### src/hdl/tcb_pkg.sv
// TCB bus constants, port mode enum, request, response and read-metadata structs
package tcb_pkg;

  ////////////////////
  // bus geometry
  ////////////////////

  // bytes per bus word
  localparam int unsigned tcb_ben = 4;
  // bits per byte lane
  localparam int unsigned tcb_unt = 8;
  // byte address width
  localparam int unsigned tcb_adr_w = 12;
  // lane offset width, address bits below the word
  localparam int unsigned tcb_off_w = $clog2(tcb_ben);
  // word address width
  localparam int unsigned tcb_wadr_w = tcb_adr_w - tcb_off_w;

  ////////////////////
  // port modes
  ////////////////////

  typedef enum logic {
    // data in lanes 0 to size-1, siz is log2 of byte count
    tcb_log_size = 1'b0,
    // data in lane adr%4, requester drives ben
    tcb_byte_ena = 1'b1
  } tcb_mode_t;

  ////////////////////
  // bus records
  ////////////////////

  // request, sampled while its strobe is high
  typedef struct packed {
    logic                         wen;
    logic [tcb_adr_w-1:0]         adr;
    logic [1:0]                   siz;
    logic [tcb_ben-1:0]           ben;
    logic [tcb_ben*tcb_unt-1:0]   wdt;
  } tcb_req_t;

  // response, sts flags a misaligned access
  typedef struct packed {
    logic                         sts;
    logic [tcb_ben*tcb_unt-1:0]   rdt;
  } tcb_rsp_t;

  // what the read side needs to realign data after the delay
  typedef struct packed {
    logic [tcb_off_w-1:0]         off;
    logic [1:0]                   siz;
    logic [tcb_ben-1:0]           ben;
  } tcb_rd_meta_t;

endpackage

### src/hdl/tcb_mem_align.sv
// per-port byte lane steering for write data and delayed read data
module tcb_mem_align #(
  parameter tcb_pkg::tcb_mode_t mod = tcb_pkg::tcb_log_size
)(
  // write side, same cycle as the request
  input  logic [tcb_pkg::tcb_ben-1:0][tcb_pkg::tcb_unt-1:0] wdt,
  input  tcb_pkg::tcb_rd_meta_t                              wmeta,
  output logic [tcb_pkg::tcb_ben-1:0][tcb_pkg::tcb_unt-1:0] wdt_lane,
  // read side, after the delay line
  input  logic [tcb_pkg::tcb_ben-1:0][tcb_pkg::tcb_unt-1:0] rdt_raw,
  input  tcb_pkg::tcb_rd_meta_t                              rmeta,
  output logic [tcb_pkg::tcb_ben-1:0][tcb_pkg::tcb_unt-1:0] rdt
);

  ////////////////////
  // write lanes
  ////////////////////

  always_comb begin
    for (int b = 0; b < tcb_pkg::tcb_ben; b++) begin
      if (mod == tcb_pkg::tcb_log_size) begin
        // rotate up, lane b takes byte b-off
        wdt_lane[b] = wdt[(b + tcb_pkg::tcb_ben - int'(wmeta.off)) % tcb_pkg::tcb_ben];
      end else begin
        // byte-enable data is already in place
        wdt_lane[b] = wdt[b];
      end
    end
  end

  ////////////////////
  // read lanes
  ////////////////////

  always_comb begin
    for (int b = 0; b < tcb_pkg::tcb_ben; b++) begin
      if (mod == tcb_pkg::tcb_log_size) begin
        // rotate down, byte b comes from lane b+off
        rdt[b] = rdt_raw[(b + int'(rmeta.off)) % tcb_pkg::tcb_ben];
      end else begin
        // disabled lanes read as zero
        rdt[b] = rmeta.ben[b] ? rdt_raw[b] : '0;
      end
    end
  end

endmodule

### config.mk
export PLATFORM = sky130hd
export DESIGN_NAME = tcb_mem_align
export DESIGN_NICKNAME = d
export VERILOG_FILES = /design/src/hdl/tcb_pkg.sv /design/src/hdl/tcb_mem_align.sv
export SDC_FILE = /design/constraint.sdc
export NUM_CORES = 1
export LEC_CHECK = 0
export BUFFER_PORTS_ARGS = -buffer_cell sky130_fd_sc_hd__buf_2
export CORE_MARGIN = 3
export CORE_UTILIZATION = 35
export DETAILED_ROUTE_END_ITERATION = 8
export GPL_ROUTABILITY_DRIVEN = 1
export GPL_TIMING_DRIVEN = 0
export PLACE_DENSITY = 0.85
export SYNTH_ARGS = -nofsm -noshare
export SYNTH_HDL_FRONTEND = slang
export SYNTH_SLANG_ARGS = --single-unit
### constraint.sdc
create_clock -name vclk -period 1.35
set_input_delay 0 -clock vclk [all_inputs]
set_output_delay 0 -clock vclk [all_outputs]
set_load 0.01 [all_outputs]
# --- Word-level counts from Yosys, hierarchy flattened ---
# Cells that the tools add are included.
word_totals:
  word_cells: 31
  inputBits: 80
  reg_bits: 0
  out_inout_bits: 64
op_classes:
  n_lt_le_gt_ge: 8
  n_addsub: 7
  n_mux: 16
ops:
  columns: ["op", "n"]
  rows:
  - ["8-bit binary-select mux with 2-bit select", 8]
  - ["8-bit 2-to-1 mux", 8]
  - ["2-bit by 3-bit < comparator with 1-bit output, second input constant", 8]
  - ["2-bit adder, first input constant", 2]
  - ["1-bit by 2-bit subtractor with 2-bit output, first input constant", 2]
  - ["2-bit subtractor, first input constant", 2]
  - ["1-bit by 2-bit adder with 2-bit output, first input constant", 1]

# --- Longest topological paths before layout ---
logic_depth:
  ltp_word: 3
  mapped_depth: 4

# --- Worst setup path after synthesis ---
# No wires, ideal clock.
synth_timing:
  path_type: "input-to-output"
  startpoint: "input port rmeta[6] in the netlist's numbering"
  endpoint: "output port rdt[24] in the netlist's numbering"
  arrival_ns: 0.780
  stages: 3
  path_slack_ns: 0.570
  path_cell_list: "buf_6 > buf_6 > mux4_2"
synth_lines:
  columns: ["item", "line", "rtl"]
  rows:
  - ["start, declared", "tcb_mem_align.sv:11", "input tcb_pkg::tcb_rd_meta_t rmeta,"]
  - ["end, declared", "tcb_mem_align.sv:12", "output logic [tcb_pkg::tcb_ben-1:0][tcb_pkg::tcb_unt-1:0] rdt"]

==> metrics.md <==
| Metric | Value |
|---|---|
| Vias per inst | `around 6.5` |
| Largest family of logic cells by synthesized area | `multiplexers` |
| RSZ-0062 raised after global routing | `no` |
| Fin. max-slew vios | `0` |
| Final instance area | `0.00238 mm^2` |
| Post-CTS resize count | `0` |
| Final antenna-violating net count | `0` |
| Status | `complete, no violations` |
| I/O Pins | `about 140` |
| Hold Slack | `~0.43 ns` |
| Layout cells sized above 1 | `a little over nine tenths` |
| Residual DRC | `0` |
| Hold-fix buffers, CTS | `0` |
| Compound-Gate Fraction of Synth Area | `0%` |
| DRT iter0 DRCs | `87` |
| Area post-placement | `about 0.0024 mm^2` |
| Area Overhead vs Synth | `42.2%` |
| Crit path DAT | `roughly 0.97 ns` |
| Crit start category | `primary input` |
| Min cycle time layout | `around 0.97 ns` |
| Commonest non-fill, non-tap cell in the layout | `buf_2` |
| Mean Syn Cell Area | `20.9 um^2` |
| Syn_nets | `160` |
| Initial antenna violation count | `0` |
| # setup viols final | `0` |
| Total grt overflow | `0` |
| Final Core Density | `between 50% and 60%` |
| Rows | `24` |
| Setup TNS | `0 ns` |
| Die height | `roughly 75 um` |
| First-pass DRT Iterations | `4` |
| GP Congestion | `around 0.78` |
| Cell taking the most area after synthesis | `mux4_2` |
| Slew HR | `around 90%` |
| Least-Margin Pin Slew | `0.148 ns` |
| Die X | `~75 um` |
| Leakage | `approximately 0.0010 uW` |
| Routed len/inst | `21.5 um` |
| Worst hold stages | `3` |
| Vias in the first global route | `between 1.5k and 2k` |
| Register Area | `0 um^2` |
| Register area share after synthesis | `0%` |
| Synth top area share | `between 70% and 80%` |
| Max Clock Freq | `1.03 GHz` |
| Core ar. | `0.00447 mm^2` |
| Post-Synth Simple-Gate Area | `0%` |
| Mapped Cells | `80` |
| Tot GR Track Use | `between 15 and 20%` |
| Final sequential cell count | `0` |
| Pin count of the biggest net entering global routing | `11` |
| Total setup buffers inserted after CTS | `0` |
| HPWL Detailed | `roughly 4700 um` |
| Netlist Area Pre-Place | `0.00167 mm^2` |
| Critical path class | `primary input to output pin` |
| Antenna Cells | `0` |
| Period Utilization, post-route | `72.0%` |
| Crit path max fanout | `10` |
| CP endpoint kind | `output pin` |
| Count of cell types in the netlist | `5` |
| Synth top area cells | `mux4_2, mux4_1, buf_6` |
| Layout Nets | `290` |
| Final Hold Vio Count | `0` |
| Die area | `about 0.0056 mm^2` |
| Commonest cells after routing, fill and taps aside | `buf_2, mux4_2, buf_6, mux4_1` |
| Crit path required time | `1.35 ns` |
| Post-synthesis adder-cell area fraction | `0%` |
| # clk buffers | `0` |
| Initial Util | `between 30% and 40%` |
| P per Cell Area | `roughly 410 mW/mm^2` |
| Mux share of post-synthesis cell area | `between 80% and 90%` |
| Worst vdd ir | `around 0.23 mV` |
| Post-Synth XOR/XNOR Area | `0%` |
| Hold Crit Class | `primary input to output pin` |
| Warnings from Yosys | `0` |
| PortBufs | `approximately 130` |
| First-pass GRT wire length | `between 8000 and 9000 um` |
| WL final | `approximately 5600 um` |
| MaxCap Viol Count | `0` |
| Vias | `1678` |
## metrics by stage
stage                     power (uW)  worst slack (ns)  cells
after global routing            1040             0.321    260
after floorplan                  586             0.570     80
final                            974             0.378    260
after detailed placement         978             0.373    260
after global placement           954             0.395    260
after CTS                        980             0.374    260
## power by group
part	switching, uW	total (uW)	internal [uW]
combinational	428	974	545
clock	0	0	0
sequential	0	0	0
total	428	974	545
## routing by layer
metal / up-vias / GRT usage [%] / wire (um)
met1: 928 / 25.7 / 2050
met3: 6 / 0.134 / 163
li1: 684 / - / -
met5: - / 0 / 0
met2: 60 / 33.2 / 3340
met4: 0 / 0.593 / 39
## cell usage after synthesis
| cell type | n |
|---|---|
| mux4_2 | 56 |
| buf_6 | 8 |
| mux4_1 | 8 |
| buf_12 | 4 |
| buf_4 | 4 |
## worst max-delay path, stage by stage
cell	delay, ns
buf_6	0.11
buf_6	0.16
buf_4	0.21
mux4_2	0.32
buf_2	0.16
## cell families after synthesis
logic type,Yosys count
buffers and inverters,16
muxes,64
## area by class of cell
type / count / area (um^2)
buffer: 16 / 200
fill: 389 / 2100
multi-input combinational: 64 / 1470
tap: 52 / 65.1
timing repair buffer: 128 / 641
## worst paths after layout
| check | start | endpoint | slack, ns |
|---|---|---|---|
| setup / recovery | wmeta[7] | wdt_lane[17] | 0.38 |
| hold / removal | rdt_raw[15] | rdt[15] | 0.43 |
(Power assumes the default switching activity.)
