## src/hdl/tcb_pkg.sv

```systemverilog
// TCB bus constants, port mode enum, request, response and read-metadata structs
package tcb_pkg;

  ////////////////////
  // bus geometry
  ////////////////////

  // bytes per bus word
  localparam int unsigned tcb_ben = 4;
  // bits per byte lane
  localparam int unsigned tcb_unt = 8;
  // byte address width
  localparam int unsigned tcb_adr_w = 12;
  // lane offset width, address bits below the word
  localparam int unsigned tcb_off_w = $clog2(tcb_ben);
  // word address width
  localparam int unsigned tcb_wadr_w = tcb_adr_w - tcb_off_w;

  ////////////////////
  // port modes
  ////////////////////

  typedef enum logic {
    // data in lanes 0 to size-1, siz is log2 of byte count
    tcb_log_size = 1'b0,
    // data in lane adr%4, requester drives ben
    tcb_byte_ena = 1'b1
  } tcb_mode_t;

  ////////////////////
  // bus records
  ////////////////////

  // request, sampled while its strobe is high
  typedef struct packed {
    logic                         wen;
    logic [tcb_adr_w-1:0]         adr;
    logic [1:0]                   siz;
    logic [tcb_ben-1:0]           ben;
    logic [tcb_ben*tcb_unt-1:0]   wdt;
  } tcb_req_t;

  // response, sts flags a misaligned access
  typedef struct packed {
    logic                         sts;
    logic [tcb_ben*tcb_unt-1:0]   rdt;
  } tcb_rsp_t;

  // what the read side needs to realign data after the delay
  typedef struct packed {
    logic [tcb_off_w-1:0]         off;
    logic [1:0]                   siz;
    logic [tcb_ben-1:0]           ben;
  } tcb_rd_meta_t;

endpackage

```

## src/hdl/tcb_mem_ctl.sv

```systemverilog
// request decode, alignment check and write collision control for both ports
module tcb_mem_ctl #(
  parameter tcb_pkg::tcb_mode_t mod0 = tcb_pkg::tcb_byte_ena,
  parameter tcb_pkg::tcb_mode_t mod1 = tcb_pkg::tcb_log_size
)(
  input  logic                              tcb,
  input  logic                              arst_n,
  // requests
  input  logic                              req0_vld,
  input  tcb_pkg::tcb_req_t                 req0,
  input  logic                              req1_vld,
  input  tcb_pkg::tcb_req_t                 req1,
  // array write control
  output logic                              wen0,
  output logic                              wen1,
  output logic [tcb_pkg::tcb_wadr_w-1:0]    wadr0,
  output logic [tcb_pkg::tcb_wadr_w-1:0]    wadr1,
  output logic [tcb_pkg::tcb_ben-1:0]       mask0,
  output logic [tcb_pkg::tcb_ben-1:0]       mask1,
  // lane metadata and status
  output tcb_pkg::tcb_rd_meta_t             meta0,
  output tcb_pkg::tcb_rd_meta_t             meta1,
  output logic                              sts0,
  output logic                              sts1
);

  // returns {misaligned, byte mask} for one request
  function automatic logic [tcb_pkg::tcb_ben:0] decode(
    input tcb_pkg::tcb_mode_t mod,
    input tcb_pkg::tcb_req_t  req
  );
    logic [tcb_pkg::tcb_ben-1:0]   lanes;
    logic [tcb_pkg::tcb_off_w-1:0] off;
    logic                          mis;
    off = req.adr[tcb_pkg::tcb_off_w-1:0];
    // byte enables already sit in the word lanes
    if (mod == tcb_pkg::tcb_byte_ena) begin
      return {1'b0, req.ben};
    end
    // 2^siz lanes
    // siz 3 does not fit a 32 bit word
    case (req.siz)
      2'd0: begin
        lanes = 4'b0001;
        mis   = 1'b0;
      end
      2'd1: begin
        lanes = 4'b0011;
        mis   = off[0];
      end
      2'd2: begin
        lanes = 4'b1111;
        mis   = |off;
      end
      default: begin
        lanes = 4'b0000;
        mis   = 1'b1;
      end
    endcase
    // misaligned gets an empty mask
    if (mis) begin
      return {1'b1, {tcb_pkg::tcb_ben{1'b0}}};
    end
    return {1'b0, lanes << off};
  endfunction

  // decoded masks before collision handling
  logic [tcb_pkg::tcb_ben-1:0] dec_mask0;
  logic [tcb_pkg::tcb_ben-1:0] dec_mask1;
  // write arming flag
  logic                        wr_arm;
  // same word written by both ports
  logic                        collide;

  ////////////////////
  // write arming
  ////////////////////

  // write enables stay off until the first clock after reset release
  always_ff @(posedge tcb or negedge arst_n) begin
    if (!arst_n) begin
      wr_arm <= 1'b0;
    end else begin
      wr_arm <= 1'b1;
    end
  end

  ////////////////////
  // decode
  ////////////////////

  assign {sts0, dec_mask0} = decode(mod0, req0);
  assign {sts1, dec_mask1} = decode(mod1, req1);

  // word address
  assign wadr0 = req0.adr[tcb_pkg::tcb_adr_w-1:tcb_pkg::tcb_off_w];
  assign wadr1 = req1.adr[tcb_pkg::tcb_adr_w-1:tcb_pkg::tcb_off_w];

  // misaligned writes are dropped
  assign wen0 = wr_arm & req0_vld & req0.wen & ~sts0;
  assign wen1 = wr_arm & req1_vld & req1.wen & ~sts1;

  ////////////////////
  // collisions
  ////////////////////

  // port 0 owns overlapping bytes
  assign collide = wen0 & wen1 & (wadr0 == wadr1);
  assign mask0   = dec_mask0;
  assign mask1   = collide ? (dec_mask1 & ~dec_mask0) : dec_mask1;

  // read side metadata keeps the uncleared mask
  assign meta0 = '{off: req0.adr[tcb_pkg::tcb_off_w-1:0], siz: req0.siz, ben: dec_mask0};
  assign meta1 = '{off: req1.adr[tcb_pkg::tcb_off_w-1:0], siz: req1.siz, ben: dec_mask1};

endmodule

```

## config.mk

```make
export PLATFORM = sky130hd
export DESIGN_NAME = tcb_mem_ctl
export DESIGN_NICKNAME = d
export VERILOG_FILES = /design/src/hdl/tcb_pkg.sv /design/src/hdl/tcb_mem_ctl.sv
export SDC_FILE = /design/constraint.sdc
export NUM_CORES = 1
export LEC_CHECK = 0
export BUFFER_PORTS_ARGS = -buffer_cell sky130_fd_sc_hd__buf_4
export CORE_MARGIN = 3
export CORE_UTILIZATION = 21
export CTS_BUF_LIST = sky130_fd_sc_hd__clkbuf_8
export CTS_CLUSTER_DIAMETER = 120
export DETAILED_ROUTE_END_ITERATION = 12
export MAX_ROUTING_LAYER = met4
export PLACE_DENSITY = 0.8
export SLEW_MARGIN = 40
export SYNTH_ARGS = -nofsm -noshare
export SYNTH_HDL_FRONTEND = slang
export SYNTH_SLANG_ARGS = --single-unit
export TNS_END_PERCENT = 20
```

## constraint.sdc

```tcl
create_clock -name tcb -period 1.6 [get_ports tcb]
set_input_delay 0.32 -clock tcb [delete_from_list [all_inputs] [get_ports tcb]]
set_output_delay 0.32 -clock tcb [all_outputs]
set_load 0.02 [all_outputs]
```

# Word-level counts from Yosys, hierarchy flattened
# Index checks and enable logic that the tools add are counted.
op_classes:
  addsub: 0
  multipliers: 0
  div: 0
  magnitude_cmp: 0
  n_eq_ne: 3
  shifts: 1
  muxes: 6
  bitwise_logic: 10
  n_reduce_logical: 2
ops:
  columns: ["op", "n"]
  rows:
  - ["case mux 4 bit (3 select lines)", 1]
  - ["== test 10 bit", 1]
  - ["2-to-1 mux 5 bit", 2]
  - ["AND 1 bit", 7]
  - ["AND 4 bit", 1]
  - ["2-to-1 mux 4 bit", 1]
  - ["NOT 4 bit", 1]
  - ["left shift 4 x 2 -> 4 bit", 1]
  - ["case mux 1 bit (3 select lines)", 1]
  - ["== test 2 x 1 -> 1 bit, second input constant", 1]
  - ["== test 2 bit, second input constant", 1]
  - ["logical NOT 2 bit", 1]
  - ["OR reduction 2 bit", 1]
  - ["2-to-1 mux 1 bit", 1]
  - ["NOT 1 bit", 1]
word_totals:
  register_bits: 1
  latchBits: 0
  mem_bits_rw: 0
  romBits: 0
  inputBits: 106
  wordCells: 23
  n_memories: 0

# Depth between registers and ports, before layout
depth:
  depth_word: 9
  mapped_depth: 6
  mapped_depth_nobuf: 6

# Least setup slack after synthesis
# OpenSTA, ideal clock, no wires.
synth_timing:
  path_type: "input-to-output"
  start: "in req1[36] in the netlist's numbering"
  end: "out mask1[1] in the netlist's numbering"
  t_arrival_ps: 1857
  required_time_ps: 1280
  slack_ps: -577
  stages: 6
  path_buffers: 0
  path_cell_list: "inv_1 ha_1 a211oi_2 nor2_1 nor3_2 a21boi_1"
synth_via:
  elab_chain_len: 9
synth_lines:
  columns: ["item", "line", "source"]
  rows:
  - ["start: declaration", "tcb_mem_ctl.sv:12", "input tcb_pkg::tcb_req_t req1,"]
  - ["== test 2 bit (tied with other cells)", "tcb_mem_ctl.sv:42", "case (req.siz)"]
  - ["case mux 1 bit (3 select lines) *", "tcb_mem_ctl.sv:42", null]
  - ["2-to-1 mux 1 bit *", "tcb_mem_ctl.sv:61", "if (mis) begin"]
  - ["2-to-1 mux 5 bit *", "tcb_mem_ctl.sv:64", "return {1'b0, lanes << off};"]
  - ["via sts1", "tcb_mem_ctl.sv:24", "output logic sts1"]
  - ["NOT 1 bit *", "tcb_mem_ctl.sv:101", "assign wen1 = wr_arm & req1_vld & req1.wen & ~sts1;"]
  - ["AND 1 bit *", "tcb_mem_ctl.sv:101", null]
  - ["AND 1 bit * (2 in series)", "tcb_mem_ctl.sv:108", "assign collide = wen0 & wen1 & (wadr0 == wadr1);"]
  - ["2-to-1 mux 4 bit *", "tcb_mem_ctl.sv:110", "assign mask1 = collide ? (dec_mask1 & ~dec_mask0) : dec_mask1;"]
  - ["end: declaration", "tcb_mem_ctl.sv:19", "output logic [tcb_pkg::tcb_ben-1:0] mask1,"]
# Mark *: on every way through the listed nets, which the timed path passes. The rest lies on a longest branch.

# Final worst setup path
layout_timing:
  start: "in req1[36] in the netlist's numbering"
  end: "out mask1[3] in the netlist's numbering"
layout_via:
  elab_chain_len: 9
layout_lines:
  columns: ["item", "line"]
  rows:
  - ["== test 2 bit (tied with other cells)", "tcb_mem_ctl.sv:42"]
  - ["case mux 1 bit (3 select lines)", "tcb_mem_ctl.sv:42"]
  - ["2-to-1 mux 1 bit", "tcb_mem_ctl.sv:61"]
  - ["2-to-1 mux 5 bit *", "tcb_mem_ctl.sv:64"]
  - ["NOT 1 bit", "tcb_mem_ctl.sv:101"]
  - ["AND 1 bit", "tcb_mem_ctl.sv:101"]
  - ["AND 1 bit (2 in series)", "tcb_mem_ctl.sv:108"]
  - ["2-to-1 mux 4 bit *", "tcb_mem_ctl.sv:110"]
# Every way passes the cells marked *; elsewhere a longest branch is shown, timed or not.

==> qor.yml <==
drc: 0
yosys.area_share.xor_xnor_pct: 13.5
worstPathMaxFanout: 4
place_congestion: 0.767
irDropWorstVdd_v: 0.000156
setup_ws_ns: -0.239
yosys.area_share.adder_pct: 7.74
p_per_area_nw_per_um2: 361
critPathArrivalTime_ns: 1.52
comb_power_share_pct: 94.2
cp-start-kind: "input pin"
finalHoldViolCount: 0
synthesis.area_um2: 647
largestRegisters: "wr_arm (1)"
antenna_left: 0
synth_cells: 83
power_uw: 480
synth_compound_area_share_pct: 10.4
vias_per_cell: 4.19
port-buffer-count: 76
failed_checks: "negative setup slack"
ys.warnings.count: 0
die_h_um: 61.5
fin_worst_hold_slack_ns: 0.0958
fmax_ghz: 0.544
grt_overflow: 0
yosys.area_share.simple_pct: 16.2
min_period_ns: 1.84
grt_pass1_wl_um: 3400
rows: 19
cap_violations: 0
switching_share_pct: 44.9
die-area_um2: 3780
first_pass_iters: 2
yosysSeqAreaShare_pct: 3.87
timing.final.crit_share_pct: 115
vias: 742
syn2layout_area_growth_pct: 105
synth_top_family_by_area: "buffers and inverters"
status: "finished with violations"
pre_cts_ws_ns: -0.376
synth_cell_type_count: 24
p_switching_uw: 215
largest_reg_flops: 1
synth_seq_cells: 1
wl_per_cell_um: 13.7
grt_pass1_vias: 742
path_clk_slew_ns: 0
path_class: "input pin to output port"
start_util_pct: 22.7
top_register: "wr_arm"
synth.mux.area_fraction_pct: 1.74
fin_tns_setup_ns: -1.41
slew_viol_final: 0
syn_area_per_cell_um2: 7.79
n_antenna_cell: 0
layout.nets: 258
routed_wl_um: 2420
grt_max_degree: 8
die_x_um: 61.5
p_leak_nw: 0.676
p_seq_share_pct: 5.8
core-area_um2: 2850
syn_nets: 193
rsz0062_at_grt: "yes"
hp-class: "input pin to asynchronous set/reset pin"
seqCellArea_um2: 25.0
cp-end-kind: "output port"
setup_viol: 9
dr.first_iter.drc_count: 8
place.detailed.hpwl_um: 2140
num-fill-cells: 283
multi_input_area_um2: 444
gr-usage-all-layers_pct: 12.1
cp.required_ns: 1.28
drive_gt1_share_pct: 81.5
p_int_uw: 265
hold_buffers: 0
grt_antenna_before_repair: 0
io_pins: 154
clkPwrFrac_pct: 0
-- per-stage QoR --
step / utilization (%) / area, µm² / std cells
final: 46.6 / 1330 / 177
after CTS: 44.5 / 1270 / 174
after floorplan: - / 744 / 83
after global routing: 46.6 / 1330 / 177
after detailed placement: 43.0 / 1230 / 173
after global placement: 43.0 / 1230 / 173
-- area by class of cell --
| type | instances | area share (%) |
|---|---|---|
| multi-input cells | 41 | 33.4 |
| inverters | 4 | 2.07 |
| well taps | 31 | 2.92 |
| flip-flops and latches | 1 | 1.88 |
| repair buffers | 100 | 59.7 |
-- layer usage --
| metal | track usage [%] | routed length [µm] | up-vias |
|---|---|---|---|
| met4 | 0.303 | 4 | 0 |
| met3 | 3.14 | 317 | 2 |
| met2 | 19.0 | 1050 | 61 |
| met1 | 16.5 | 1050 | 321 |
| met5 | - | 0 | - |
| li1 | - | - | 358 |
-- placed cells by master (no fill, tap or decap), types with 2 or more instances in the layout --
| master | count |
|---|---|
| nand2b_1 | 2 |
| ha_4 | 3 |
| nor2_1 | 2 |
| buf_4 | 91 |
| xnor2_1 | 10 |
| conb_1 | 2 |
| and3_1 | 2 |
| buf_6 | 8 |
| a21oi_1 | 2 |
| nor3_4 | 2 |
-- cell usage after synthesis --
cell type,count,area (µm²)
a211oi_2,1,12.5
nand2_1,1,3.75
nand2b_1,2,12.5
buf_4,37,278
o21ai_2,1,8.76
nor3_1,2,10.0
xnor2_1,10,87.6
dfrtp_1,1,25.0
nand4_2,1,12.5
nor2_1,3,11.3
a21boi_1,2,15.0
mux2_2,1,11.3
ha_1,4,50.1
a21oi_1,3,15.0
a211oi_1,1,7.51
inv_1,3,11.3
nand4_1,1,6.26
nor3_2,1,10.0
nor4_4,1,21.3
and3_1,2,12.5
conb_1,2,7.51
nand3_1,1,5.00
clkinv_1,1,3.75
a221oi_1,1,8.76
-- worst paths after layout --
kind / from / end / slack, ns
worst max-delay path: req1[36] / mask1[3] / -0.24
worst min-delay path: arst_n / wr_arm$_DFF_PN0_ / 0.1
max in group asynchronous: arst_n / wr_arm$_DFF_PN0_ / 1.42
min in group tcb: req0[37] / meta0[5] / 0.64
-- timing repair --
item,4_1_cts,5_1_grt
resized for setup,10,7
endpoints found under the setup margin,9,9
buffers inserted,1,3
pin swaps,6,4
-- power groups by stage --
stage | combinational (mW) | sequential, mW | clock [mW]
final | 0.452 | 0.0276 | 0
after global routing | 0.485 | 0.0277 | 0
after CTS | 0.437 | 0.0276 | 0
after detailed placement | 0.421 | 0.0276 | 0
after global placement | 0.417 | 0.0277 | 0
after floorplan | 0.259 | 0.0274 | 0
-- cells by family after synthesis --
kind of cell             after synthesis
AND/OR/NAND/NOR                       15
multiplexers                           1
AO/OA/AOI/OAI                          9
buffers and inverters                 41
other                                  2
flip-flops                             1
adder cells (fa/ha/maj)                4
XOR/XNOR                              10
-- worst max-delay path, stage by stage --
cell	delay, ns
buf_12	0.12
inv_12	0.05
ha_4	0.15
a211oi_4	0.06
o21ai_2	0.21
nor4_4	0.05
buf_4	0.16
a221oi_2	0.23
buf_4	0.17
Note: power is estimated with default switching activity, not from simulation.
